$ cat src/source/crop_pkg.sv
`default_nettype none

package crop_pkg;

	// pixel and line counts, offsets
	localparam int CNT_W = 12;

	typedef logic [CNT_W-1:0] cnt_t;
	typedef logic [1:0]       res_t; // hires / shires
	typedef logic [7:0]       kbd_t; // keyboard or mouse byte
	typedef logic [6:0]       flg_t; // screen change counter

	// type field value for keyboard codes
	localparam logic [1:0] KBD_TYPE_KEY = 2'd3;

	// amiga raw key codes
	localparam kbd_t KEY_CLEAR    = 8'h41; // backspace
	localparam kbd_t KEY_UP       = 8'h4c;
	localparam kbd_t KEY_DOWN     = 8'h4d;
	localparam kbd_t KEY_RIGHT    = 8'h4e;
	localparam kbd_t KEY_LEFT     = 8'h4f;
	localparam kbd_t KEY_ALT_L    = 8'h64;
	localparam kbd_t KEY_ALT_R    = 8'h65;
	localparam kbd_t KEY_ALT_L_UP = 8'he4; // release codes have bit 7 set
	localparam kbd_t KEY_ALT_R_UP = 8'he5;

	// offset steps per key press
	localparam cnt_t H_STEP = 12'd4;
	localparam cnt_t V_STEP = 12'd1;

	// forced horizontal blank margin
	localparam cnt_t H_FORCE = 12'd8;

	// compare lead, hde comes out later than the counter
	localparam cnt_t H_PIPE = 12'd2;

	// line where forced vblank ends
	localparam cnt_t V_FORCE_END = 12'd2;

endpackage

`default_nettype wire

$ cat src/source/crop_keys.sv
`default_nettype none

module crop_keys import crop_pkg::*; (
	input  logic       clk_sys,
	input  logic       reset,

	input  kbd_t       kbd_mouse_data,
	input  logic [1:0] kbd_mouse_type,
	input  logic       kbd_mouse_level,

	input  logic       sset,   // load presets
	input  cnt_t       shbl_l,
	input  cnt_t       shbl_r,
	input  cnt_t       svbl_t,
	input  cnt_t       svbl_b,

	output cnt_t       hbl_l,
	output cnt_t       hbl_r,
	output cnt_t       vbl_t,
	output cnt_t       vbl_b
);

	logic old_level;
	logic alt;     // alt held
	logic key_new; // fresh key code this cycle

	// a toggle of the level marks a new byte
	assign key_new = (old_level ^ kbd_mouse_level) && (kbd_mouse_type == KBD_TYPE_KEY);

	always_ff @(posedge clk_sys or posedge reset) begin
		if (reset) begin
			old_level <= 1'b0;
		end else begin
			old_level <= kbd_mouse_level;
		end
	end

	always_ff @(posedge clk_sys or posedge reset) begin
		if (reset) begin
			alt   <= 1'b0;
			hbl_l <= '0;
			hbl_r <= '0;
			vbl_t <= '0;
			vbl_b <= '0;
		end else begin
			if (key_new) begin
				case (kbd_mouse_data)
					KEY_CLEAR: begin
						hbl_l <= '0;
						hbl_r <= '0;
						vbl_t <= '0;
						vbl_b <= '0;
					end
					KEY_UP: begin
						if (alt) vbl_b <= vbl_b + V_STEP;
						else     vbl_t <= vbl_t + V_STEP;
					end
					KEY_DOWN: begin
						if (alt) vbl_b <= vbl_b - V_STEP;
						else     vbl_t <= vbl_t - V_STEP;
					end
					KEY_LEFT: begin
						if (alt) hbl_r <= hbl_r + H_STEP; // alt moves the right edge
						else     hbl_l <= hbl_l + H_STEP;
					end
					KEY_RIGHT: begin
						if (alt) hbl_r <= hbl_r - H_STEP;
						else     hbl_l <= hbl_l - H_STEP;
					end
					KEY_ALT_L, KEY_ALT_R:       alt <= 1'b1;
					KEY_ALT_L_UP, KEY_ALT_R_UP: alt <= 1'b0;
					default: ; // other keys pass by
				endcase
			end

			// presets override any key on the same edge
			if (sset) begin
				hbl_l <= shbl_l;
				hbl_r <= shbl_r;
				vbl_t <= svbl_t;
				vbl_b <= svbl_b;
			end
		end
	end

endmodule

`default_nettype wire

$ cat src/source/hblank_gen.sv
`default_nettype none

module hblank_gen import crop_pkg::*; (
	input  logic clk_sys,
	input  logic reset,

	input  logic hs,     // low during sync
	input  logic hblank,
	input  cnt_t vcnt,   // only line 1 matters here
	input  cnt_t hbl_l,
	input  cnt_t hbl_r,

	output logic hbl,    // combined horizontal blank
	output logic hde,
	output cnt_t hsize
);

	logic old_hs;
	logic old_hblank;
	logic hblank_rise;
	logic hblank_fall;

	cnt_t hcnt; // pixels since end of sync
	cnt_t hend; // count where hblank ends
	cnt_t hsta; // count where hblank starts
	cnt_t hmax; // line length

	logic shbl; // user shifted blank
	logic fhbl; // forced blank

	assign hblank_rise = ~old_hblank & hblank;
	assign hblank_fall = old_hblank & ~hblank;

	assign hbl = fhbl | shbl | ~hs;

	always_ff @(posedge clk_sys or posedge reset) begin
		if (reset) begin
			old_hs     <= 1'b1;
			old_hblank <= 1'b0;
			hcnt       <= '0;
		end else begin
			old_hs     <= hs;
			old_hblank <= hblank;

			if (~hs) hcnt <= '0;
			else     hcnt <= hcnt + 1'b1;
		end
	end

	// edge positions within the line
	always_ff @(posedge clk_sys or posedge reset) begin
		if (reset) begin
			hend <= '0;
			hsta <= '0;
			hmax <= '0;
		end else begin
			if (hblank_fall)   hend <= hcnt;
			if (hblank_rise)   hsta <= hcnt;
			if (old_hs & ~hs)  hmax <= hcnt; // sync start ends the line
		end
	end

	always_ff @(posedge clk_sys or posedge reset) begin
		if (reset) begin
			shbl <= 1'b1;
			fhbl <= 1'b1;
			hde  <= 1'b0;
		end else begin
			if (hcnt == hend + hbl_l - H_PIPE) shbl <= 1'b0;
			if (hcnt == hsta + hbl_r - H_PIPE) shbl <= 1'b1;

			// keep a margin around sync whatever the user offsets are
			if (hcnt == H_FORCE)        fhbl <= 1'b0;
			if (hcnt == hmax - H_FORCE) fhbl <= 1'b1;

			hde <= ~hbl;
		end
	end

	// active width, sampled once per frame
	always_ff @(posedge clk_sys or posedge reset) begin
		if (reset) begin
			hsize <= '0;
		end else if (hblank_rise && (vcnt == cnt_t'(1))) begin
			hsize <= hcnt - hend;
		end
	end

endmodule

`default_nettype wire

$ cat src/source/vblank_gen.sv
`default_nettype none

module vblank_gen import crop_pkg::*; (
	input  logic clk_sys,
	input  logic reset,

	input  logic hs,
	input  logic vblank, // vbl or vsync
	input  logic hbl,    // combined horizontal blank
	input  cnt_t vbl_t,
	input  cnt_t vbl_b,  // msb set counts back from vmax

	output cnt_t vcnt,
	output cnt_t vsize,
	output logic vde
);

	logic old_hs;
	logic old_vblank;
	logic old_hbl;
	logic vblank_rise;
	logic vblank_fall;
	logic decide; // blank flags may change now

	cnt_t vend; // line where vblank ends
	cnt_t vmax; // lines per frame
	cnt_t vbot; // line where user blank starts

	logic svbl; // user blank
	logic fvbl; // forced blank

	assign vblank_rise = ~old_vblank & vblank;
	assign vblank_fall = old_vblank & ~vblank;

	// take decisions at the start of active pixels, or anywhere on line 0
	assign decide = (old_hbl & ~hbl) | (vcnt == '0);

	assign vbot = vbl_b[CNT_W-1] ? vmax + vbl_b : vbl_b;

	assign vde = ~(fvbl | svbl);

	always_ff @(posedge clk_sys or posedge reset) begin
		if (reset) begin
			old_hs     <= 1'b1;
			old_vblank <= 1'b0;
			old_hbl    <= 1'b0;
		end else begin
			old_hs     <= hs;
			old_vblank <= vblank;
			old_hbl    <= hbl;
		end
	end

	// line counter
	always_ff @(posedge clk_sys or posedge reset) begin
		if (reset) begin
			vcnt <= '0;
		end else begin
			if (old_hs & ~hs) vcnt <= vcnt + 1'b1;
			if (vblank_rise)  vcnt <= '0; // new frame wins over the hs step
		end
	end

	always_ff @(posedge clk_sys or posedge reset) begin
		if (reset) begin
			vend  <= '0;
			vmax  <= '0;
			vsize <= '0;
		end else begin
			if (vblank_fall) vend <= vcnt;

			if (vblank_rise) begin
				vmax  <= vcnt;
				vsize <= vcnt - vend;
			end
		end
	end

	always_ff @(posedge clk_sys or posedge reset) begin
		if (reset) begin
			svbl <= 1'b1;
			fvbl <= 1'b1;
		end else if (decide) begin
			if (vcnt == vend + vbl_t) svbl <= 1'b0;
			if (vcnt == vbot)         svbl <= 1'b1;

			// forced blank around the frame edge
			if (vcnt == vmax - cnt_t'(1)) fvbl <= 1'b1;
			if (vcnt == V_FORCE_END)      fvbl <= 1'b0;
		end
	end

endmodule

`default_nettype wire

$ cat src/source/screen_info.sv
`default_nettype none

module screen_info import crop_pkg::*; (
	input  logic clk_sys,
	input  logic reset,

	input  logic vblank,
	input  res_t res,
	input  cnt_t hbl_l,
	input  cnt_t hbl_r,
	input  cnt_t vbl_t,
	input  cnt_t vbl_b,
	input  cnt_t hsize,
	input  cnt_t vsize,

	output cnt_t scr_hbl_l,
	output cnt_t scr_hbl_r,
	output cnt_t scr_vbl_t,
	output cnt_t scr_vbl_b,
	output cnt_t scr_hsize,
	output cnt_t scr_vsize,
	output res_t scr_res,
	output flg_t scr_flg  // steps on each mode change
);

	logic old_vblank;
	logic take;       // end of vertical blank
	logic mode_diff;

	assign take = old_vblank & ~vblank;

	// offsets alone do not count as a mode change
	assign mode_diff = (scr_res != res) || (scr_hsize != hsize) || (scr_vsize != vsize);

	always_ff @(posedge clk_sys or posedge reset) begin
		if (reset) begin
			old_vblank <= 1'b0;
			scr_hbl_l  <= '0;
			scr_hbl_r  <= '0;
			scr_vbl_t  <= '0;
			scr_vbl_b  <= '0;
			scr_hsize  <= '0;
			scr_vsize  <= '0;
			scr_res    <= '0;
			scr_flg    <= '0;
		end else begin
			old_vblank <= vblank;

			if (take) begin
				scr_hbl_l <= hbl_l;
				scr_hbl_r <= hbl_r;
				scr_vbl_t <= vbl_t;
				scr_vbl_b <= vbl_b;
				scr_hsize <= hsize;
				scr_vsize <= vsize;
				scr_res   <= res;

				if (mode_diff) scr_flg <= scr_flg + flg_t'(1);
			end
		end
	end

endmodule

`default_nettype wire

$ cat src/source/video_crop.sv
`default_nettype none

module video_crop import crop_pkg::*; (
	input  logic       clk_sys,
	input  logic       reset,

	input  logic       hs,      // low during sync
	input  logic       vs,      // low during sync
	input  logic       hblank,
	input  logic       vbl,
	input  res_t       res,

	input  kbd_t       kbd_mouse_data,
	input  logic [1:0] kbd_mouse_type,
	input  logic       kbd_mouse_level,

	input  logic       sset,
	input  cnt_t       shbl_l,
	input  cnt_t       shbl_r,
	input  cnt_t       svbl_t,
	input  cnt_t       svbl_b,

	output logic       hde,
	output logic       vde,

	output cnt_t       scr_hbl_l,
	output cnt_t       scr_hbl_r,
	output cnt_t       scr_vbl_t,
	output cnt_t       scr_vbl_b,
	output cnt_t       scr_hsize,
	output cnt_t       scr_vsize,
	output res_t       scr_res,
	output flg_t       scr_flg
);

	logic vblank; // vsync counts as blank
	logic hbl;
	cnt_t hbl_l, hbl_r, vbl_t, vbl_b;
	cnt_t hsize, vsize;
	cnt_t vcnt;

	assign vblank = vbl | ~vs;

	crop_keys u_keys (
		.clk_sys         (clk_sys),
		.reset           (reset),
		.kbd_mouse_data  (kbd_mouse_data),
		.kbd_mouse_type  (kbd_mouse_type),
		.kbd_mouse_level (kbd_mouse_level),
		.sset            (sset),
		.shbl_l          (shbl_l),
		.shbl_r          (shbl_r),
		.svbl_t          (svbl_t),
		.svbl_b          (svbl_b),
		.hbl_l           (hbl_l),
		.hbl_r           (hbl_r),
		.vbl_t           (vbl_t),
		.vbl_b           (vbl_b)
	);

	hblank_gen u_hblank (
		.clk_sys (clk_sys),
		.reset   (reset),
		.hs      (hs),
		.hblank  (hblank),
		.vcnt    (vcnt),
		.hbl_l   (hbl_l),
		.hbl_r   (hbl_r),
		.hbl     (hbl),
		.hde     (hde),
		.hsize   (hsize)
	);

	vblank_gen u_vblank (
		.clk_sys (clk_sys),
		.reset   (reset),
		.hs      (hs),
		.vblank  (vblank),
		.hbl     (hbl),
		.vbl_t   (vbl_t),
		.vbl_b   (vbl_b),
		.vcnt    (vcnt),
		.vsize   (vsize),
		.vde     (vde)
	);

	screen_info u_info (
		.clk_sys   (clk_sys),
		.reset     (reset),
		.vblank    (vblank),
		.res       (res),
		.hbl_l     (hbl_l),
		.hbl_r     (hbl_r),
		.vbl_t     (vbl_t),
		.vbl_b     (vbl_b),
		.hsize     (hsize),
		.vsize     (vsize),
		.scr_hbl_l (scr_hbl_l),
		.scr_hbl_r (scr_hbl_r),
		.scr_vbl_t (scr_vbl_t),
		.scr_vbl_b (scr_vbl_b),
		.scr_hsize (scr_hsize),
		.scr_vsize (scr_vsize),
		.scr_res   (scr_res),
		.scr_flg   (scr_flg)
	);

endmodule

`default_nettype wire

$ cat config.mk
export PLATFORM = sky130hd
export DESIGN_NAME = video_crop
export DESIGN_NICKNAME = d
export VERILOG_FILES = /design/src/source/crop_pkg.sv /design/src/source/crop_keys.sv /design/src/source/hblank_gen.sv /design/src/source/vblank_gen.sv /design/src/source/screen_info.sv /design/src/source/video_crop.sv
export SDC_FILE = /design/constraint.sdc
export NUM_CORES = 1
export LEC_CHECK = 0
export BUFFER_PORTS_ARGS = -buffer_cell sky130_fd_sc_hd__buf_4
export CELL_PAD_IN_SITES_DETAIL_PLACEMENT = 1
export CELL_PAD_IN_SITES_GLOBAL_PLACEMENT = 2
export CORE_ASPECT_RATIO = 1.1
export CORE_MARGIN = 3
export CORE_UTILIZATION = 32
export CTS_BUF_LIST = sky130_fd_sc_hd__clkbuf_4 sky130_fd_sc_hd__clkbuf_8
export DETAILED_ROUTE_END_ITERATION = 10
export HOLD_SLACK_MARGIN = 0.02
export PLACE_DENSITY_LB_ADDON = 0.1
export SETUP_SLACK_MARGIN = 0.2
export SYNTH_ARGS = -nofsm -noshare
export SYNTH_HDL_FRONTEND = slang
export SYNTH_SLANG_ARGS = --single-unit
export TNS_END_PERCENT = 5
$ cat constraint.sdc
create_clock -name clk_sys -period 9.75 [get_ports clk_sys]
set_clock_uncertainty 0.15 [all_clocks]
set_input_delay 0 -clock clk_sys [delete_from_list [all_inputs] [get_ports clk_sys]]
set_output_delay 0 -clock clk_sys [all_outputs]
set_load 0.005 [all_outputs]
==> results of run 1 <==
[cell usage after synthesis, types with 7 or more instances]
| cell type | count |
|---|---|
| sky130_fd_sc_hd__dfrtp_1 | 243 |
| sky130_fd_sc_hd__o21ai_0 | 94 |
| sky130_fd_sc_hd__or3_1 | 11 |
| sky130_fd_sc_hd__and3_1 | 7 |
| sky130_fd_sc_hd__fa_1 | 10 |
| sky130_fd_sc_hd__a221oi_1 | 12 |
| sky130_fd_sc_hd__a22o_1 | 7 |
| sky130_fd_sc_hd__inv_1 | 121 |
| sky130_fd_sc_hd__a21o_1 | 20 |
| sky130_fd_sc_hd__xor2_1 | 71 |
| sky130_fd_sc_hd__clkbuf_1 | 60 |
| sky130_fd_sc_hd__mux2_2 | 83 |
| sky130_fd_sc_hd__nand4_1 | 22 |
| sky130_fd_sc_hd__o31a_1 | 8 |
| sky130_fd_sc_hd__nand3_1 | 26 |
| sky130_fd_sc_hd__nor2_1 | 107 |
| sky130_fd_sc_hd__a211oi_1 | 17 |
| sky130_fd_sc_hd__nand2b_1 | 19 |
| sky130_fd_sc_hd__a22oi_1 | 18 |
| sky130_fd_sc_hd__and2_1 | 12 |
| sky130_fd_sc_hd__o31ai_1 | 12 |
| sky130_fd_sc_hd__o21a_1 | 15 |
| sky130_fd_sc_hd__nor4_1 | 17 |
| sky130_fd_sc_hd__ha_1 | 131 |
| sky130_fd_sc_hd__xnor2_1 | 138 |
| sky130_fd_sc_hd__or2_2 | 9 |
| sky130_fd_sc_hd__buf_1 | 14 |
| sky130_fd_sc_hd__nor2b_1 | 26 |
| sky130_fd_sc_hd__o41ai_1 | 7 |
| sky130_fd_sc_hd__nor3_1 | 56 |
| sky130_fd_sc_hd__nand2_1 | 173 |
| sky130_fd_sc_hd__a21oi_1 | 105 |
[repair_timing]
action,4_1_cts,5_1_grt
hold endpoints to repair,221,0
hold buffers,141,0
setup buffers,0,0
[cell type report]
type | count | area (um^2)
clock inverter | 2 | 20.0
tap | 660 | 826
fill | 5783 | 29700
multi-input combinational | 1308 | 9410
timing repair buffer | 304 | 2640
sequential | 248 | 6210
inverter | 121 | 462
antenna | 1 | 2.50
clock buffer | 87 | 1060
[path summary, 6_finish.rpt]
kind                                    from                   to  slack, ps
hold reg to reg                u_vblank.svbl        u_vblank.svbl        320
setup reg to reg             u_keys.vbl_b[0]     u_keys.vbl_b[10]       5810
max in group asynchronous              reset      u_keys.vbl_t[6]       7680
setup / recovery           kbd_mouse_data[7]     u_keys.vbl_b[10]       4590
hold / removal             kbd_mouse_data[3]      u_keys.hbl_l[3]        110
min in group asynchronous              reset  u_info.scr_hbl_l[6]        500
[power by group through the flow]
stage	Sequential (mW)	Combinational, mW	Clock, mW
CTS	1.42	1.16	1.23
global route	1.45	1.28	1.28
detailed placement	1.43	1.10	0
global placement	1.43	1.08	0
finish	1.41	1.14	1.17
floorplan	1.37	0.723	0
[sequential cells by signal (all words and copies together) (netlist names), 12 cells and up]
register	count
u_hblank.hend	12
u_info.scr_hbl_r	12
u_info.scr_hsize	12
u_info.scr_vsize	12
u_vblank.vmax	12
u_keys.hbl_l	12
u_keys.vbl_b	12
u_vblank.vcnt	12
u_keys.vbl_t	12
u_info.scr_vbl_t	12
u_info.scr_vbl_b	12
u_info.scr_hbl_l	12
u_hblank.hmax	12
u_keys.hbl_r	12
u_hblank.hcnt	12
u_vblank.vend	12
u_vblank.vsize	12
u_hblank.hsta	12
u_hblank.hsize	12
[cells by family after synthesis]
kind of cell               after synthesis  synth area share [%]
muxes                                   87                  5.96
buffers and inverters                  199                  4.63
DFF                                    248                  38.0
AOI/OAI and AO/OA                      363                  14.2
xor gates and xnor gates               209                  11.2
adders and majority gates              141                  11.2
and+or+nand+nor                        508                  14.9
[metrics by stage]
stage	power [mW]	hold slack, ps	cell area [um^2]	worst slack, ps
2_1_floorplan	2.09	-146	16400	2790
3_3_place_gp	2.51	-29.1	18100	5530
3_5_place_dp	2.53	-30.7	18100	5430
4_1_cts	3.80	20.7	20600	4640
5_1_grt	4.00	76.5	20600	4250
6_report	3.72	105	20600	4590
[critical path, delay by kind of cell]
family	cells	cell delay, ps
AOI/OAI and AO/OA	7	1460
and+or+nand+nor	3	1100
xor gates and xnor gates	1	140
adders and majority gates	1	420
buffers and inverters	5	2430
[metal layers]
layer  vias up  global-route usage (%)  share of wire, %  wire [um]
li1       6677                       -                 -          -
met1      6877                    24.1                44      22900
met2       148                    34.8                51      26600
met3        79                    3.02               2.9       1500
met4         0                    4.74               2.3       1180
met5         -                       0                 0          0
==> PnR_summary.wiki, run 1 <==
{| class="wikitable"
! Metric !! Value
|-
| Outcome || finished clean
|-
| Die Area || 0.0539 mm^2
|-
| Maximum clock insertion buffer count || 3
|-
| DRT Wirelength || 52200 um
|-
| Slowest stage cell on the critical path || sky130_fd_sc_hd__inv_1
|-
| Wire length of the first global-routing pass || 83300 um
|-
| Largest net degree at the start of global routing || 75
|-
| All-layer global routing usage || 19.3%
|-
| Most frequent cells in the layout || 243 x sky130_fd_sc_hd__dfrtp_1, 172 x sky130_fd_sc_hd__nand2_1, 163 x sky130_fd_sc_hd__buf_4
|-
| Number of vias after detailed routing || 13800
|-
| Proportion of synthesized chip area in sequential cells || 38.0%
|-
| Count of port buffers added during placement || 150
|-
| Count of H-tree levels built during CTS || 2
|-
| Post-layout net count || 2241
|-
| Class of the most critical setup path || input port to flop
|-
| Via count of the first global-routing pass || 14500
|-
| Hold/Removal Path Class || input port to flop
|-
| Leakage || 9.48 nW
|-
| Max-cap violations || 0
|-
| Most common cell after layout, fill and taps aside || sky130_fd_sc_hd__dfrtp_1
|-
| Clock latency on the worst-skew pair || 630 ps
|-
| Number of endpoints failing setup at the final stage || 0
|-
| Clock-pin slew of the registers on the worst-case setup and hold paths || 60 ps
|-
| Overflow after GRT || 0
|-
| First-iteration detailed-routing DRC count || 589
|-
| Number of different library cells in the post-synthesis netlist || 65
|-
| Routability cong. || 0.778
|-
| Synthesized area per cell || 9.32 um^2
|-
| Share of power burned in registers || 37.9%
|-
| Placement Rows || 86
|-
| Average wire length per cell after detail routing || 19.1 um
|-
| Worst-Margin Slew || 1120 ps
|-
| Number of slew-limit violations in the final report || 0
|-
| Period minus WS final || 5160 ps
|-
| Unrepaired setup endpoints after global routing || no
|-
| Share of cells above drive strength 1 || 17.5%
|-
| Primary flip-flop cell chosen by synthesis mapping || sky130_fd_sc_hd__dfrtp_1
|-
| Library cell used as clock root buffer || sky130_fd_sc_hd__clkbuf_8
|-
| Cell area after synthesis || 0.0164 mm^2
|-
| Number of buffers created by CTS || 49
|-
| CP cell instances || dlygate4sd3_1 > buf_4 > or3_1 > nor3_1 > nand2_1 > inv_1 > ha_1 > a21oi_1 > o2111ai_1 > a21o_1 > a21oi_1 > o21ai_0 > xnor2_1 > o311ai_0 > dlygate4sd3_1 > o21a_1 > dlygate4sd3_1
|-
| Fraction of registers with async set or reset after synthesis || 100%
|-
| Number of enable-type register cells in the synthesized netlist || 0
|-
| Kind of end point of the critical path || flop
|-
| Largest driver fanout on the critical path || 22
|-
| TritonCTS clock tree || built
|-
| Number of clock sinks || 248
|-
| DR vias/cell || 5.05
|-
| Number of nets with antenna violations after detailed routing || 0
|-
| Part of the total power dissipated in the clock network || 31.5%
|-
| Core box area || 0.0504 mm^2
|-
| Flip-flop and latch count after synthesis || 248
|-
| Initial core utilization || 32.5%
|-
| Max rail drop VDD || 0.0932 mV
|-
| Largest incremental delay on the critical path || 640 ps
|-
| Number of cells traversed by the worst hold path || 6
|-
| Portion of synthesized cell area occupied by the leading cell type || 37.2%
|-
| Net switching fraction of the power || 33.2%
|-
| Combinational fraction of design power || 30.6%
|-
| Cell Int Power || 2.49 mW
|-
| Placed Cells || 2500
|-
| Required time at the worst-slack endpoint || 10170 ps
|-
| Final worst path period share || 52.9%
|-
| Most used cell along the critical path || sky130_fd_sc_hd__dlygate4sd3_1
|-
| Share of the core filled with cells || 41.0%
|-
| Startpoint class of the critical path || input port
|-
| Final HPWL from detailed placement || 37200 um
|-
| Remaining DRCs || 0
|-
| Die Width || 222 um
|-
| Data arrival at the endpoint of the critical path || 5580 ps
|-
| Summed negative setup slack over all endpoints || 0 ps
|-
| Max-slew headroom || 25.4%
|-
| Non-filler instance count after layout || 2731
|-
| DR pass1 iterations || 4
|-
| Timing-limited maximum frequency || 194 MHz
|-
| Cell types with the largest area share after synthesis || sky130_fd_sc_hd__dfrtp_1 37%, sky130_fd_sc_hd__ha_1 10%, sky130_fd_sc_hd__xnor2_1 7.4%
|-
| Final count of hold timing violations || 0
|-
| Number of antenna violations at the first check in global routing || 1
|-
| Cell taking the most area after synthesis || sky130_fd_sc_hd__dfrtp_1
|-
| Ports || 151
|-
| PwrDens || 181 mW/mm^2
|-
| Number of resized instances in the post-cts repair step || 0
|-
| Area growth, synth to finish || 26.0%
|-
| Syn_nets || 1964
|-
| Number of cell instances on the worst register-to-register path || 11
|-
| Reported net switching power || 1.24 mW
|-
| Height of the die || 243 um
|-
| Warnings from Yosys || 0
|-
| Cell count after synthesis || 1755
|}
Note: power is estimated with default switching activity, not from simulation.
==> run 2: changes to the inputs <==
clock period = 4.8 ns   (was 9.75 ns; I/O delays follow)
==> run 2 against run 1 <==
Routed wire length is 0.61% lower. Combinational power rose by 100%. Highest routed layer unchanged. Non-clock buffer count fell by 4. First-iteration DRC count down 19%. Utilization is 0.18 points lower. Cell count fell by 0.33%. Register-to-register slack got worse by 4700 ps. Sequential share of layout area up 0.13 points. Total power up 100%. Worst setup slack got worse by 4100 ps. Sequential power up 100%.
==> PnR_summary.wiki, run 2 (synthesized netlist as in run 1, its figures left out) <==
{| class="wikitable"
! Metric !! Value
|-
| Outcome || finished clean
|-
| Leakage || 9.40 nW (-0.84%)
|-
| Largest driver fanout on the critical path || 14 (-36%)
|-
| Number of cell instances on the worst register-to-register path || 10 (-1)
|-
| Slack of the worst reg-to-reg path || 1100 ps (-4710 ps)
|-
| Worst-Margin Slew || 1110 ps (-1.89 ps)
|-
| Die Area || 0.0539 mm^2 (unchanged)
|-
| Number of vias after detailed routing || 13700 (-0.34%)
|-
| Startpoint of the worst-slack reg-to-reg timing path || u_keys.vbl_t[0]
|-
| Final count of hold timing violations || 0 (unchanged)
|-
| Share of cells above drive strength 1 || 17.7% (+0.17 points)
|-
| Min Hold Slack || 81.8 ps (-23.3 ps)
|-
| Hold Path End || u_keys.hbl_l[5]
|-
| Number of nets with antenna violations after detailed routing || 0 (unchanged)
|-
| Startpoint class of the critical path || input port
|-
| Slowest stage cell on the critical path || sky130_fd_sc_hd__dlygate4sd3_1
|-
| Hold/Removal Path Class || input port to flop
|-
| Library cell used as clock root buffer || sky130_fd_sc_hd__clkbuf_8
|-
| Critical hold path startpoint || sset
|-
| Post-layout net count || 2238 (-0.13%)
|-
| Max-cap violations || 0 (unchanged)
|-
| Total power consumption of the routed design || 7.47 mW (+100%)
|-
| Placement Rows || 86 (unchanged)
|-
| Count of port buffers added during placement || 150 (unchanged)
|-
| Endpoint of the most critical register-to-register path || u_keys.vbl_t[8]
|-
| Ports || 151 (unchanged)
|-
| Count of H-tree levels built during CTS || 2 (unchanged)
|-
| Largest net degree at the start of global routing || 117 (+56%)
|-
| TritonCTS clock tree || built
|-
| Count of filler cells inserted in the layout || 5834 (+0.88%)
|-
| DRT Wirelength || 51900 um (-0.61%)
|-
| Area growth, synth to finish || 25.5%
|-
| Number of buffers created by CTS || 50 (+2.0%)
|-
| Number of endpoints failing setup at the final stage || 0 (unchanged)
|-
| Max rail drop VDD || 0.181 mV (+94%)
|-
| Final HPWL from detailed placement || 37100 um (-0.47%)
|-
| Summed area of non-filler cells in the final layout || 0.0205 mm^2 (-0.44%)
|-
| Most used cell along the critical path || sky130_fd_sc_hd__dlygate4sd3_1
|-
| Clock latency on the worst-skew pair || 630 ps (about the same)
|-
| Setup fix buffers added after clock tree synthesis || 0 (unchanged)
|-
| DR pass1 iterations || 4 (unchanged)
|-
| Family with the most delay on the worst path || buffers and inverters
|-
| Maximum clock insertion buffer count || 3 (unchanged)
|-
| Largest incremental delay on the critical path || 610 ps (-30 ps)
|-
| Number of clock sinks || 248 (unchanged)
|-
| Timing-limited maximum frequency || 234 MHz
|-
| Routability cong. || 0.807 (+3.7%)
|-
| Average wire length per cell after detail routing || 19.1 um (-0.28%)
|-
| DR vias/cell || 5.05 (about the same)
|-
| Required time at the worst-slack endpoint || 5150 ps (-5020 ps)
|-
| Clock-pin slew of the registers on the worst-case setup and hold paths || 60 ps (about the same)
|-
| Core box area || 0.0504 mm^2 (unchanged)
|-
| Remaining DRCs || 0 (unchanged)
|-
| Period minus WS final || 4270 ps
|-
| Non-filler instance count after layout || 2722 (-0.33%)
|-
| Most frequent cells in the layout || 243 x sky130_fd_sc_hd__dfrtp_1, 172 x sky130_fd_sc_hd__nand2_1, 167 x sky130_fd_sc_hd__buf_4
|-
| Die Width || 222 um (unchanged)
|-
| Placed Cells || 2505 (+0.20%)
|-
| Class of the most critical setup path || input port to flop
|-
| CP cell instances || dlygate4sd3_1 > buf_4 > or3_1 > nor3_2 > nand2_1 > clkinvlp_4 > ha_1 > a21oi_1 > o211ai_1 > nor4_1 > or3_1 > xnor2_1 > a22oi_1 > dlygate4sd3_1 > a21oi_1 > dlygate4sd3_1
|-
| Overflow after GRT || 0 (unchanged)
|-
| Placement Cell Area || 0.0182 mm^2 (+0.26%)
|-
| Final worst path period share || 89.0%
|-
| Number of slew-limit violations in the final report || 0 (unchanged)
|-
| All-layer global routing usage || 19.3% (about the same)
|-
| First-iteration detailed-routing DRC count || 475 (-19%)
|-
| Initial core utilization || 32.5% (unchanged)
|-
| Worst path buffer plus inverter count || 5 (unchanged)
|-
| Via count of the first global-routing pass || 14900 (+2.5%)
|-
| Number of cells traversed by the worst hold path || 3 (-3)
|-
| Critical path origin || kbd_mouse_data[7]
|-
| PwrDens || 364 mW/mm^2 (+100%)
|-
| Max-slew headroom || 25.8% (+0.40 points)
|-
| Height of the die || 243 um (unchanged)
|-
| Most common cell after layout, fill and taps aside || sky130_fd_sc_hd__dfrtp_1
|-
| Data arrival at the endpoint of the critical path || 4630 ps (-950 ps)
|-
| Kind of end point of the critical path || flop
|-
| Unrepaired setup endpoints after global routing || no
|-
| Summed negative setup slack over all endpoints || 0 ps (unchanged)
|-
| Number of antenna violations at the first check in global routing || 1 (unchanged)
|-
| Wire length of the first global-routing pass || 83400 um (+0.13%)
|}
-- run 2: changes by cell type in the layout (fill, tap and decap cells not counted), moves of 2 or more --
| cell | change |
|---|---|
| sky130_fd_sc_hd__dlygate4sd3_1 | -9 |
| sky130_fd_sc_hd__clkbuf_8 | -5 |
| sky130_fd_sc_hd__buf_4 | +4 |
| sky130_fd_sc_hd__clkinvlp_4 | +3 |
| sky130_fd_sc_hd__clkbuf_4 | -2 |
| sky130_fd_sc_hd__clkinv_2 | +2 |
| sky130_fd_sc_hd__inv_8 | -2 |
-- run 2: layout make-up --
cell class	count	area (um^2)	area share, %
antenna	1	2.50	0.0122
timing repair buffer	300	2590	12.6
inverter	121	462	2.25
multi-input combinational	1308	9410	45.8
sequential	248	6210	30.3
clock buffer	80	976	4.75
clock inverter	4	47.5	0.232
tap	660	826	4.02
-- run 2: repair_timing --
action                                 CTS  global route
hold buffers                           132             0
endpoints found under the hold margin  349             0
setup endpoints to repair                0             9
resized for setup                        0             2
-- run 2: metal layers --
metal,GRT usage (%),wire [um],up-vias
met5,0,0,-
met4,5.29,1310,0
met3,3.13,1700,76
met2,35.3,26700,183
met1,23.4,22100,6819
li1,-,-,6656
-- run 2: worst min-delay path, delay by kind of cell --
kind / cells / cell delay [ps]
AOI/OAI and AO/OA: 2 / 420
buffers and inverters: 1 / 340
-- run 2: worst max-delay path by stage --
stage	depth (start not counted)	endpoint	slack (ps)
global placement	15	u_keys.vbl_t[11]	780
detailed placement	15	u_keys.vbl_t[11]	600
finish	16	u_keys.vbl_t[8]	530
floorplan	13	u_keys.hbl_r[11]	960
global route	16	u_keys.vbl_t[8]	260
CTS	16	u_keys.vbl_t[8]	280
-- run 2: power by group --
part	internal, mW	switching, mW	total [mW]
clock	1.32	0.981	2.30
sequential	2.46	0.399	2.86
combinational	1.21	1.09	2.30
-- run 2: stage by stage --
stage               util, %  setup WS, ps
floorplan                 -           960
global placement       36.1           779
detailed placement     36.1           598
CTS                    40.8           277
global route           40.8           265
finish                 40.8           527
